$ cat src/verilog/cpu_cfg_pkg.sv
/*
 * data-path widths of the core
 * vector typedefs for words, instructions and register addresses
 */
`default_nettype none

package cpu_cfg_pkg;

    localparam int WORD_W     = 32;  // data word and pc
    localparam int INSTR_W    = 32;
    localparam int REG_ADDR_W = 5;
    localparam int NUM_GPR    = 32;  // general registers

    typedef logic [WORD_W-1:0]     word_t;
    typedef logic [INSTR_W-1:0]    instr_t;
    typedef logic [REG_ADDR_W-1:0] reg_addr_t;

endpackage

`default_nettype wire

$ cat src/verilog/cpu_isa_pkg.sv
/*
 * instruction field positions
 * opcode enum and the command enums handed to execute
 */
`default_nettype none

package cpu_isa_pkg;

    // --------------------
    // instruction fields
    localparam int OPC_MSB = 31;
    localparam int OPC_LSB = 26;
    localparam int RA_LSB  = 21;  // ra field 25:21
    localparam int RB_LSB  = 16;  // rb field 20:16
    localparam int RD_LSB  = 11;  // rd field 15:11, r-type only
    localparam int IMM_W   = 16;  // immediate in 15:0
    localparam int JOFF_W  = 26;  // jump offset in 25:0

    typedef enum logic [OPC_MSB-OPC_LSB:0] {
        OP_NOP  = 6'h00,
        OP_ADD  = 6'h01,
        OP_SUB  = 6'h02,
        OP_AND  = 6'h03,
        OP_OR   = 6'h04,
        OP_XOR  = 6'h05,
        OP_SLT  = 6'h06,
        OP_ADDI = 6'h07,
        OP_LW   = 6'h08,
        OP_SW   = 6'h09,
        OP_BEQ  = 6'h0a,
        OP_BNE  = 6'h0b,
        OP_J    = 6'h0c,
        OP_JAL  = 6'h0d
    } opcode_t;

    // --------------------
    // execute commands
    typedef enum logic [2:0] {
        ALU_OP_NOP, ALU_OP_ADD, ALU_OP_SUB, ALU_OP_AND, ALU_OP_OR, ALU_OP_XOR
    } alu_op_t;

    typedef enum logic [1:0] {CMP_OP_NOP, CMP_OP_EQ, CMP_OP_NE, CMP_OP_LT} cmp_op_t;

    typedef enum logic [1:0] {MEM_OP_NOP, MEM_OP_LOAD, MEM_OP_STORE} mem_op_t;

    typedef enum logic {EX_OUT_ALU, EX_OUT_CMP} ex_out_sel_t;  // result source in ex

endpackage

`default_nettype wire

$ cat src/verilog/id_ex_if.sv
/*
 * decoded instruction bundle from decoder to id/ex register
 * no handshake, fields valid whenever an instruction is present
 */
`timescale 1ns/1ps
`default_nettype none

interface id_ex_if;
    import cpu_cfg_pkg::*;
    import cpu_isa_pkg::*;

    alu_op_t     alu_op;
    word_t       alu_in_0;
    word_t       alu_in_1;
    cmp_op_t     cmp_op;
    word_t       cmp_in_0;
    word_t       cmp_in_1;
    reg_addr_t   ra_addr;
    reg_addr_t   rb_addr;
    logic        jump_taken;   // unconditional jump
    mem_op_t     mem_op;
    word_t       mem_wr_data;  // store data
    reg_addr_t   dst_addr;
    logic        gpr_we;       // active high
    ex_out_sel_t ex_out_sel;
    logic        gpr_mux_mem;  // write back from memory
    word_t       gpr_wr_data;

    modport src (output alu_op, alu_in_0, alu_in_1, cmp_op, cmp_in_0, cmp_in_1,
                 ra_addr, rb_addr, jump_taken, mem_op, mem_wr_data, dst_addr,
                 gpr_we, ex_out_sel, gpr_mux_mem, gpr_wr_data);

    modport dst (input alu_op, alu_in_0, alu_in_1, cmp_op, cmp_in_0, cmp_in_1,
                 ra_addr, rb_addr, jump_taken, mem_op, mem_wr_data, dst_addr,
                 gpr_we, ex_out_sel, gpr_mux_mem, gpr_wr_data);

endinterface

`default_nettype wire

$ cat src/verilog/gpr_file.sv
/*
 * general register file, two read ports and one write port
 * register 0 reads zero, reads bypass the pending write
 */
`timescale 1ns/1ps
`default_nettype none

module gpr_file (
    input  logic                  clk,
    input  logic                  rst_n,
    input  cpu_cfg_pkg::reg_addr_t ra_addr,
    input  cpu_cfg_pkg::reg_addr_t rb_addr,
    output cpu_cfg_pkg::word_t     ra_data,
    output cpu_cfg_pkg::word_t     rb_data,
    input  logic                  wb_we,
    input  cpu_cfg_pkg::reg_addr_t wb_addr,
    input  cpu_cfg_pkg::word_t     wb_data
);
    import cpu_cfg_pkg::*;

    word_t gpr [NUM_GPR];

    always_ff @(posedge clk or negedge rst_n) begin
        if (!rst_n) begin
            for (int i = 0; i < NUM_GPR; i++) gpr[i] <= '0;
        end else if (wb_we && (wb_addr != '0)) begin  // r0 never written
            gpr[wb_addr] <= wb_data;
        end
    end

    function automatic word_t read_port(input reg_addr_t addr);
        word_t data;
        if (addr == '0) data = '0;
        else if (wb_we && (wb_addr == addr)) data = wb_data;  // write-through
        else data = gpr[addr];
        return data;
    endfunction

    // re-evaluated on any change of the array or the write port
    always_comb begin
        ra_data = read_port(ra_addr);
        rb_data = read_port(rb_addr);
    end

endmodule

`default_nettype wire

$ cat src/verilog/id_decoder.sv
/*
 * combinational instruction decoder
 * picks operands and builds alu, compare and memory commands
 */
`timescale 1ns/1ps
`default_nettype none

module id_decoder (
    input  cpu_cfg_pkg::instr_t    instr,
    input  cpu_cfg_pkg::word_t     pc,
    input  cpu_cfg_pkg::word_t     ra_data,
    input  cpu_cfg_pkg::word_t     rb_data,
    output cpu_cfg_pkg::reg_addr_t ra_addr,
    output cpu_cfg_pkg::reg_addr_t rb_addr,
    id_ex_if.src                   dec
);
    import cpu_cfg_pkg::*;
    import cpu_isa_pkg::*;

    opcode_t   opcode;
    reg_addr_t rd_addr;
    word_t     imm_ext;     // sign-extended immediate
    word_t     br_offset;   // immediate, word aligned
    word_t     jmp_offset;  // jump offset, word aligned
    word_t     pc_plus4;

    // --------------------
    // field extraction
    assign opcode   = opcode_t'(instr[OPC_MSB:OPC_LSB]);
    assign ra_addr  = instr[RA_LSB +: REG_ADDR_W];
    assign rb_addr  = instr[RB_LSB +: REG_ADDR_W];
    assign rd_addr  = instr[RD_LSB +: REG_ADDR_W];
    assign imm_ext  = {{(WORD_W-IMM_W){instr[IMM_W-1]}}, instr[IMM_W-1:0]};
    assign pc_plus4 = pc + word_t'(4);

    assign br_offset  = {imm_ext[WORD_W-3:0], 2'b00};
    assign jmp_offset = {{(WORD_W-JOFF_W-2){instr[JOFF_W-1]}}, instr[JOFF_W-1:0], 2'b00};

    // --------------------
    // opcode decode
    always_comb begin
        dec.alu_op      = ALU_OP_NOP;  // defaults are the nop bundle
        dec.alu_in_0    = '0;
        dec.alu_in_1    = '0;
        dec.cmp_op      = CMP_OP_NOP;
        dec.cmp_in_0    = '0;
        dec.cmp_in_1    = '0;
        dec.ra_addr     = ra_addr;
        dec.rb_addr     = rb_addr;
        dec.jump_taken  = 1'b0;
        dec.mem_op      = MEM_OP_NOP;
        dec.mem_wr_data = '0;
        dec.dst_addr    = '0;
        dec.gpr_we      = 1'b0;
        dec.ex_out_sel  = EX_OUT_ALU;
        dec.gpr_mux_mem = 1'b0;
        dec.gpr_wr_data = '0;

        case (opcode)
            OP_ADD, OP_SUB, OP_AND, OP_OR, OP_XOR: begin
                case (opcode)
                    OP_ADD:  dec.alu_op = ALU_OP_ADD;
                    OP_SUB:  dec.alu_op = ALU_OP_SUB;
                    OP_AND:  dec.alu_op = ALU_OP_AND;
                    OP_OR:   dec.alu_op = ALU_OP_OR;
                    default: dec.alu_op = ALU_OP_XOR;
                endcase
                dec.alu_in_0 = ra_data;
                dec.alu_in_1 = rb_data;
                dec.dst_addr = rd_addr;
                dec.gpr_we   = 1'b1;
            end
            OP_SLT: begin
                dec.cmp_op     = CMP_OP_LT;
                dec.cmp_in_0   = ra_data;
                dec.cmp_in_1   = rb_data;
                dec.ex_out_sel = EX_OUT_CMP;  // result from compare unit
                dec.dst_addr   = rd_addr;
                dec.gpr_we     = 1'b1;
            end
            OP_ADDI, OP_LW, OP_SW: begin
                dec.alu_op   = ALU_OP_ADD;  // sum or memory address
                dec.alu_in_0 = ra_data;
                dec.alu_in_1 = imm_ext;
                if (opcode == OP_SW) begin
                    dec.mem_op      = MEM_OP_STORE;
                    dec.mem_wr_data = rb_data;
                end else begin
                    dec.mem_op      = (opcode == OP_LW) ? MEM_OP_LOAD : MEM_OP_NOP;
                    dec.gpr_mux_mem = (opcode == OP_LW);
                    dec.dst_addr    = rb_addr;
                    dec.gpr_we      = 1'b1;
                end
            end
            OP_BEQ, OP_BNE: begin
                dec.cmp_op   = (opcode == OP_BEQ) ? CMP_OP_EQ : CMP_OP_NE;
                dec.cmp_in_0 = ra_data;
                dec.cmp_in_1 = rb_data;
                dec.alu_op   = ALU_OP_ADD;  // branch target
                dec.alu_in_0 = pc_plus4;
                dec.alu_in_1 = br_offset;
            end
            OP_J, OP_JAL: begin
                dec.jump_taken = 1'b1;
                dec.alu_op     = ALU_OP_ADD;  // jump target
                dec.alu_in_0   = pc;
                dec.alu_in_1   = jmp_offset;
                if (opcode == OP_JAL) begin  // link in r31
                    dec.dst_addr    = reg_addr_t'(NUM_GPR - 1);
                    dec.gpr_we      = 1'b1;
                    dec.gpr_wr_data = pc_plus4;
                end
            end
            default: ;  // nop and undefined opcodes keep the nop bundle
        endcase
    end

endmodule

`default_nettype wire

$ cat src/verilog/id_reg.sv
/*
 * id/ex pipeline register
 * holds on stall, clears on flush and reset
 */
`timescale 1ns/1ps
`default_nettype none

module id_reg (
    input  logic                     clk,
    input  logic                     rst_n,
    id_ex_if.dst                     dec,
    input  logic                     stall,
    input  logic                     flush,
    input  logic                     if_en,
    output logic                     id_en,
    output cpu_isa_pkg::alu_op_t     id_alu_op,
    output cpu_cfg_pkg::word_t       id_alu_in_0,
    output cpu_cfg_pkg::word_t       id_alu_in_1,
    output cpu_isa_pkg::cmp_op_t     id_cmp_op,
    output cpu_cfg_pkg::word_t       id_cmp_in_0,
    output cpu_cfg_pkg::word_t       id_cmp_in_1,
    output cpu_cfg_pkg::reg_addr_t   id_ra_addr,
    output cpu_cfg_pkg::reg_addr_t   id_rb_addr,
    output logic                     id_jump_taken,
    output cpu_isa_pkg::mem_op_t     id_mem_op,
    output cpu_cfg_pkg::word_t       id_mem_wr_data,
    output cpu_cfg_pkg::reg_addr_t   id_dst_addr,
    output logic                     id_gpr_we,
    output cpu_isa_pkg::ex_out_sel_t id_ex_out_sel,
    output logic                     id_gpr_mux_mem,
    output cpu_cfg_pkg::word_t       id_gpr_wr_data
);
    import cpu_isa_pkg::*;

    always_ff @(posedge clk or negedge rst_n) begin
        if (!rst_n) begin
            id_en          <= 1'b0;
            id_alu_op      <= ALU_OP_NOP;
            id_alu_in_0    <= '0;
            id_alu_in_1    <= '0;
            id_cmp_op      <= CMP_OP_NOP;
            id_cmp_in_0    <= '0;
            id_cmp_in_1    <= '0;
            id_ra_addr     <= '0;
            id_rb_addr     <= '0;
            id_jump_taken  <= 1'b0;
            id_mem_op      <= MEM_OP_NOP;
            id_mem_wr_data <= '0;
            id_dst_addr    <= '0;
            id_gpr_we      <= 1'b0;
            id_ex_out_sel  <= EX_OUT_ALU;
            id_gpr_mux_mem <= 1'b0;
            id_gpr_wr_data <= '0;
        end else if (!stall) begin  // stall holds everything, flush included
            id_en          <= flush ? 1'b0 : if_en;
            id_alu_op      <= flush ? ALU_OP_NOP : dec.alu_op;
            id_alu_in_0    <= flush ? '0 : dec.alu_in_0;
            id_alu_in_1    <= flush ? '0 : dec.alu_in_1;
            id_cmp_op      <= flush ? CMP_OP_NOP : dec.cmp_op;
            id_cmp_in_0    <= flush ? '0 : dec.cmp_in_0;
            id_cmp_in_1    <= flush ? '0 : dec.cmp_in_1;
            id_ra_addr     <= flush ? '0 : dec.ra_addr;
            id_rb_addr     <= flush ? '0 : dec.rb_addr;
            id_jump_taken  <= flush ? 1'b0 : dec.jump_taken;
            id_mem_op      <= flush ? MEM_OP_NOP : dec.mem_op;
            id_mem_wr_data <= flush ? '0 : dec.mem_wr_data;
            id_dst_addr    <= flush ? '0 : dec.dst_addr;
            id_gpr_we      <= flush ? 1'b0 : dec.gpr_we;
            id_ex_out_sel  <= flush ? EX_OUT_ALU : dec.ex_out_sel;
            id_gpr_mux_mem <= flush ? 1'b0 : dec.gpr_mux_mem;
            id_gpr_wr_data <= flush ? '0 : dec.gpr_wr_data;
        end
    end

endmodule

`default_nettype wire

$ cat src/verilog/id_stage.sv
/*
 * instruction decode stage top level
 * register file, decoder and id/ex register
 */
`timescale 1ns/1ps
`default_nettype none

module id_stage (
    input  logic                     clk,
    input  logic                     rst_n,
    input  cpu_cfg_pkg::instr_t      instr,
    input  cpu_cfg_pkg::word_t       pc,
    input  logic                     if_en,
    input  logic                     stall,
    input  logic                     flush,
    input  logic                     wb_we,    // write-back port
    input  cpu_cfg_pkg::reg_addr_t   wb_addr,
    input  cpu_cfg_pkg::word_t       wb_data,
    output logic                     id_en,
    output cpu_isa_pkg::alu_op_t     id_alu_op,
    output cpu_cfg_pkg::word_t       id_alu_in_0,
    output cpu_cfg_pkg::word_t       id_alu_in_1,
    output cpu_isa_pkg::cmp_op_t     id_cmp_op,
    output cpu_cfg_pkg::word_t       id_cmp_in_0,
    output cpu_cfg_pkg::word_t       id_cmp_in_1,
    output cpu_cfg_pkg::reg_addr_t   id_ra_addr,
    output cpu_cfg_pkg::reg_addr_t   id_rb_addr,
    output logic                     id_jump_taken,
    output cpu_isa_pkg::mem_op_t     id_mem_op,
    output cpu_cfg_pkg::word_t       id_mem_wr_data,
    output cpu_cfg_pkg::reg_addr_t   id_dst_addr,
    output logic                     id_gpr_we,
    output cpu_isa_pkg::ex_out_sel_t id_ex_out_sel,
    output logic                     id_gpr_mux_mem,
    output cpu_cfg_pkg::word_t       id_gpr_wr_data
);

    cpu_cfg_pkg::reg_addr_t ra_addr;
    cpu_cfg_pkg::reg_addr_t rb_addr;
    cpu_cfg_pkg::word_t     ra_data;
    cpu_cfg_pkg::word_t     rb_data;

    id_ex_if dec_bus ();  // decoded bundle

    gpr_file u_gpr_file (
        .clk, .rst_n, .ra_addr, .rb_addr, .ra_data, .rb_data, .wb_we, .wb_addr, .wb_data
    );

    id_decoder u_id_decoder (
        .instr, .pc, .ra_data, .rb_data, .ra_addr, .rb_addr, .dec(dec_bus.src)
    );

    id_reg u_id_reg (
        .clk, .rst_n, .dec(dec_bus.dst), .stall, .flush, .if_en,
        .id_en, .id_alu_op, .id_alu_in_0, .id_alu_in_1, .id_cmp_op, .id_cmp_in_0,
        .id_cmp_in_1, .id_ra_addr, .id_rb_addr, .id_jump_taken, .id_mem_op,
        .id_mem_wr_data, .id_dst_addr, .id_gpr_we, .id_ex_out_sel, .id_gpr_mux_mem,
        .id_gpr_wr_data
    );

endmodule

`default_nettype wire

$ cat config.mk
export PLATFORM = sky130hd
export DESIGN_NAME = id_stage
export DESIGN_NICKNAME = d
export VERILOG_FILES = /design/src/verilog/cpu_cfg_pkg.sv /design/src/verilog/cpu_isa_pkg.sv /design/src/verilog/id_ex_if.sv /design/src/verilog/gpr_file.sv /design/src/verilog/id_decoder.sv /design/src/verilog/id_reg.sv /design/src/verilog/id_stage.sv
export SDC_FILE = /design/constraint.sdc
export NUM_CORES = 2
export LEC_CHECK = 0
export BUFFER_PORTS_ARGS = -buffer_cell sky130_fd_sc_hd__buf_2
export CAP_MARGIN = 20
export CORE_MARGIN = 1.5
export CORE_UTILIZATION = 30
export DETAILED_ROUTE_END_ITERATION = 16
export PLACE_DENSITY = 0.5
export SYNTH_ARGS = -nofsm -noshare
export SYNTH_HDL_FRONTEND = slang
export SYNTH_SLANG_ARGS = --single-unit
$ cat constraint.sdc
create_clock -name clk -period 6 [get_ports clk]
set_input_delay 0.3 -clock clk [delete_from_list [all_inputs] [get_ports clk]]
set_output_delay 0.3 -clock clk [all_outputs]
set_load 0.05 [all_outputs]
* After elaboration in Yosys (flattened, before gate mapping)
Cells that the tools add are included.
** Operators by class
- Bitwise logic cells :: 3
- Reduce and logical (&&, ||, !) cells :: 15
- Eq/ne operators :: 15
- Magnitude comparators :: 4
- Add/sub/neg operators :: 1
- Multiplexer cells :: 55
** Operator list (number)
- 1024-bit bitwise mux :: 1
- 32-bit 2-to-1 mux :: 21
- 32-bit binary-select mux with 5-bit select :: 2
- 32-bit demux with 5-bit select :: 1
- 32-bit one-hot mux with 4 select lines :: 1
- 32-bit one-hot mux with 3 select lines :: 1
- 6-bit by 4-bit equality test with 1-bit output, second input constant :: 6
- 32-bit by 3-bit adder with 32-bit output, second input constant :: 1
- 5-bit 2-to-1 mux :: 5
- 6-bit by 3-bit equality test with 1-bit output, second input constant :: 4
- 6-bit >= comparator, second input constant :: 3
- 5-bit inverter with 6-bit output :: 3
- 5-bit one-hot mux with 3 select lines :: 1
- 6-bit by 2-bit equality test with 1-bit output, second input constant :: 2
- 1-bit 2-to-1 mux :: 12
- 3-bit one-hot mux with 4 select lines :: 1
- 5-bit equality test :: 2
- 5-bit zero test :: 2
- 2-bit 2-to-1 mux :: 5
- 8-bit OR reduction :: 1
- 7-bit OR reduction :: 1
- 6-bit by 1-bit equality test with 1-bit output, second input constant :: 1
- 6-bit by 1-bit < comparator with 1-bit output, second input constant :: 1
- 3-bit one-hot mux with 2 select lines :: 1
- other kinds (9) :: 14
** Word-level totals
- Flip-flop bits (word level) :: 1243
- Bits of input ports :: 107
- Output and inout bits :: 219

* Logic depth before layout (Yosys ltp)
- Depth after elaboration :: 9
- Depth in mapped cells :: 11
- Gate-level depth less buffers :: 7

* Hierarchy
A second synthesis with hierarchy kept.
** Unflattened totals
- Cells, all modules :: 5295
- Area, all modules :: 67719.9 µm²
** By module, submodules not included
- gpr_file :: cells each 3868, area each 55560.8 µm², times used 1
- id_reg :: cells each 948, area each 9127.5 µm², times used 1
- id_decoder :: cells each 479, area each 3031.7 µm², times used 1

* Worst setup path before layout
OpenSTA, ideal clock, no wires.
- Path kind :: in2reg
- Start point :: in instr[16]
- End point :: reg u_id_reg.id_cmp_in_1[12]
- Stages on the path :: 9
- Setup time :: 0.135 ns
- Buffers on the path :: 4
- Data arrival time :: 2.199 ns
- Path slack :: 3.666 ns
- Cells stage by stage :: buf_2 -> buf_6 -> buf_6 -> buf_2 -> mux4_2 -> a22oi_1 -> a21oi_1 -> a221oi_1 -> o21ai_0
** On the way
- Longest elaborated chain between the ends :: 8
** RTL lines
- start, declared :: line id_stage.sv:11 : input cpu_cfg_pkg::instr_t instr,
- 5-bit inverter with 6-bit output (not written as such) :: line gpr_file.sv:35 : else data = gpr[addr];
- 32-bit binary-select mux with 5-bit select :: line gpr_file.sv:35
- 32-bit 2-to-1 mux (not written as such) (2 in a row) :: line gpr_file.sv:35
- 32-bit 2-to-1 mux :: line gpr_file.sv:34 : else if (wb_we && (wb_addr == addr)) data = wb_data;
- 32-bit 2-to-1 mux (*) :: line gpr_file.sv:33 : if (addr == '0) data = '0;
- 32-bit 2-to-1 mux (*) :: line id_decoder.sv:59 : case (opcode)
- 32-bit 2-to-1 mux (*) :: line id_reg.sv:61 : id_cmp_in_1 <= flush ? '0 : dec.cmp_in_1;
- end signal, assigned :: line id_reg.sv:61
- end, declared :: line id_reg.sv:21 : output cpu_cfg_pkg::word_t id_cmp_in_1,
Every way passes the cells marked *; elsewhere a longest branch is shown, timed or not. The select of a mux whose other input is x is not followed.
A chain may end at the register's enable or synchronous reset.

* Worst setup path in the final report
- Start point :: in pc[2]
- End point :: reg u_id_reg.id_alu_in_0[20]
** On the way
- Longest elaborated chain between the ends :: 3
** RTL lines
- start, declared :: line id_stage.sv:12 : input cpu_cfg_pkg::word_t pc,
- 32-bit by 3-bit adder with 32-bit output :: line id_decoder.sv:34 : assign pc_plus4 = pc + word_t'(4);
- 32-bit one-hot mux with 3 select lines :: line id_decoder.sv:59
- 32-bit 2-to-1 mux :: line id_reg.sv:57 : id_alu_in_0 <= flush ? '0 : dec.alu_in_0;
- end signal, assigned :: line id_reg.sv:57
- end, declared :: line id_reg.sv:17 : output cpu_cfg_pkg::word_t id_alu_in_0,
Every way passes these cells.

==> impl_metrics.ini <==
[placement]
dp_hpwl_mm = 176
placed_cells = 7610
preCtsSetupSlack_ns = 1.83
dpl_cell_area_um2 = 69200
io_buffers = 325
gp_congestion = 0.901

[sta]
setup_viol = 0
fin_ws_ns = 2.69
tightest_slew_ns = 1.21
period_share = 0.552
tns_ns = 0
whs_ns = 0.0557
clock_skew_ns = 0.0383
fmax_mhz = 302
slew_headroom = 0.190
hold_viol = 0
slew_violations = 0
fin_crit_ns = 3.31
rsz0062_at_grt = false

[yosys]
ys.warnings.count = 0
synth.yosys.seq_area_share = 0.481
synth_area_um2 = 64600
synth_top_cell_area_share = 0.481
synth-edff-count = 0
syn_nets = 4905
netlist_top_cells_count = 1242 x dfrtp_1, 1004 x mux2_2, 423 x mux4_2, 320 x clkbuf_1, 279 x nand2_1
yosysTopAreaCell = dfrtp_1
synth_cells = 4797
async_reset_ff_frac = 1.00
syn_area_per_cell_um2 = 13.5
ys_top_cells_by_area = dfrtp_1 48%, mux2_2 18%, mux4_2 15%, mux2i_1 2.6%, clkbuf_1 1.9%
synthFlopType = dfrtp_1
ys_types = 73
yosysMostFrequentCell = dfrtp_1
ys_ff_latch = 1242

[clock_network]
cts_sinks = 1242
clkTransAtPathRegs_ns = 0.06
postCtsSetupBuffers = 0
clk_latency_ns = 0.81
cts_buffer_depth = 3
cts_buffers = 141
cts_root_buf = clkbuf_16
htree_levels = 4
cts_tree = done

[global_route]
grt_use_total = 0.243
grt_remaining_overflow = 0
grt_pass1_wl_mm = 378
antenna_found_initial = 33
grt_pass1_vias = 46615
grt_max_degree = 159

[power]
p_leak_nw = 32.1
powerDensity_nw_per_um2 = 325
ir_worst_vdd_mv = 0.346

[routing]
drc = 0
drtIter0Drc = 5380
num_vias = 47260
vias_per_cell = 5.96
wl_per_cell_um = 34.2
ant_nets = 0
detail_route.wirelength_mm = 271
drt-pass1-iter-count = 6

[floorplanning]
fp.dieW_um = 467
die_y_um = 467
initial_core_util = 0.301
num_rows = 170
io_pins = 326
dieArea_um2 = 218000
core-area_um2 = 214000

[run_status]
outcome = complete, no violations

[setup_path]
rrSetupSlack_ns = 3.23
critical-path-top-delay-family = simple AND/OR/NAND/NOR gates
path_class = input port to flop
max_stage_delay_ns = 0.95
worst_setup_path_start_kind = input port
slowest_stage = nor4_2
cp_max_fo = 9
cp.required_ns = 6.63
worstPathCellList = dlygate4sd3_1 -> buf_2 -> ha_1 -> nand3_1 -> nor4_2 -> a31oi_1 -> o21ai_0 -> o2111ai_1
cp-end-kind = flop
cp.arrival_ns = 3.94
crit_buf_inv = 2

[layout]
final_area_um2 = 74300
stdcell_count = 7927
fillCellCount = 20974
syn_to_final_growth_pct = 15.1
nNetsFinal = 5081
drive_gt1_frac = 0.430

[min_path]
hp-class = input port to flop

[flow_run]
drv_cap = 0
## layer usage
metal	up-vias	wire [um]	track usage
li1	18748	-	-
met1	25476	112000	0.322
met2	2490	124000	0.381
met3	526	22700	0.0540
met4	20	12700	0.107
met5	-	132	0
## what timing repair did
| item | CTS | global route |
|---|---|---|
| endpoints found under the hold margin | 185 | 0 |
| gates resized for setup | 0 | 0 |
| hold buffers | 55 | 0 |
## state kept, by name, summed over array words and instances (netlist names)
name,flops
u_gpr_file.gpr,1024
u_id_reg.id_alu_in_0,32
u_id_reg.id_alu_in_1,32
u_id_reg.id_alu_op,3
u_id_reg.id_cmp_in_0,32
u_id_reg.id_cmp_in_1,32
u_id_reg.id_cmp_op,2
u_id_reg.id_dst_addr,5
u_id_reg.id_en,1
u_id_reg.id_ex_out_sel,1
u_id_reg.id_gpr_we,1
u_id_reg.id_gpr_wr_data,32
u_id_reg.id_jump_taken,1
u_id_reg.id_mem_op,2
u_id_reg.id_mem_wr_data,32
u_id_reg.id_ra_addr,5
u_id_reg.id_rb_addr,5
## per-stage QoR
| step | power, mW | util |
|---|---|---|
| floorplan | 13.7 | - |
| global placement | 15.3 | 0.323 |
| detailed placement | 15.5 | 0.323 |
| CTS | 24.2 | 0.347 |
| global route | 25.0 | 0.347 |
| finish | 24.2 | 0.347 |
## cell families (layout without fill, tap and decap cells)
kind of cell,Yosys count,in the layout,synth area share
AO/OA/AOI/OAI,806,806,0.0868
XOR/XNOR,39,39,0.00529
adder cells (fa/ha/maj),1,1,0.000194
buffers and inverters,509,790,0.0351
flip-flops,1242,1242,0.481
multiplexers,1594,1594,0.349
other,0,11,0
AND/OR/NAND/NOR,606,606,0.0428
## worst register-to-register path, stage by stage, from the launching register on
cell	delay, ns
dfrtp_1	0.42
mux4_2	0.48
mux2i_1	0.19
a2111oi_0	0.20
a41oi_1	0.79
a21oi_1	0.28
a221o_1	0.34
## power by group
group          switching [mW]  internal [mW]  total [mW]  leakage [nW]
combinational            2.27           2.44        4.71          13.7
clock                    3.67           5.07        8.74          2.25
sequential               1.02           9.71        10.7          16.2
## cells in the final DEF, fill, tap and decap left out, types with 88 or more instances in the layout
master     Yosys  final
mux2i_1      167    167
mux2_2      1004   1004
dfrtp_1     1242   1242
o21ai_0      193    193
nand2_1      279    264
buf_2         88    316
buf_4         23    137
nor2_1       120    100
a21oi_1       88     88
mux4_2       423    423
clkbuf_16      0    147
a22oi_1      150    150
## final timing paths
path / startpoint / end / cells after the start
worst max register to register: u_gpr_file.gpr[93]$_DFFE_PN0P_ / u_id_reg.id_alu_in_1[29]$_DFFE_PN0N_ / 6
max in group asynchronous: rst_n / u_gpr_file.gpr[274]$_DFFE_PN0P_ / 3
worst max-delay path: pc[2] / u_id_reg.id_alu_in_0[20]$_DFFE_PN0N_ / 8
worst min register to register: u_gpr_file.gpr[1009]$_DFFE_PN0P_ / u_gpr_file.gpr[1009]$_DFFE_PN0P_ / 0
min in group asynchronous: rst_n / u_id_reg.id_gpr_wr_data[15]$_DFFE_PN0N_ / 2
worst min-delay path: instr[7] / u_id_reg.id_alu_in_1[9]$_DFFE_PN0N_ / 4
## cell type report
cell class              instances  area [um^2]  area share
clock buffers                 213         4200      0.0565
inverters                      10         37.5    0.000505
flip-flops and latches       1242        31100       0.418
multi-input cells            3046        31500       0.424
diodes                         11         27.5    0.000370
clock inverters                35          365     0.00491
repair buffers                532         3570      0.0481
well taps                    2838         3550      0.0478
(Power assumes the default switching activity.)
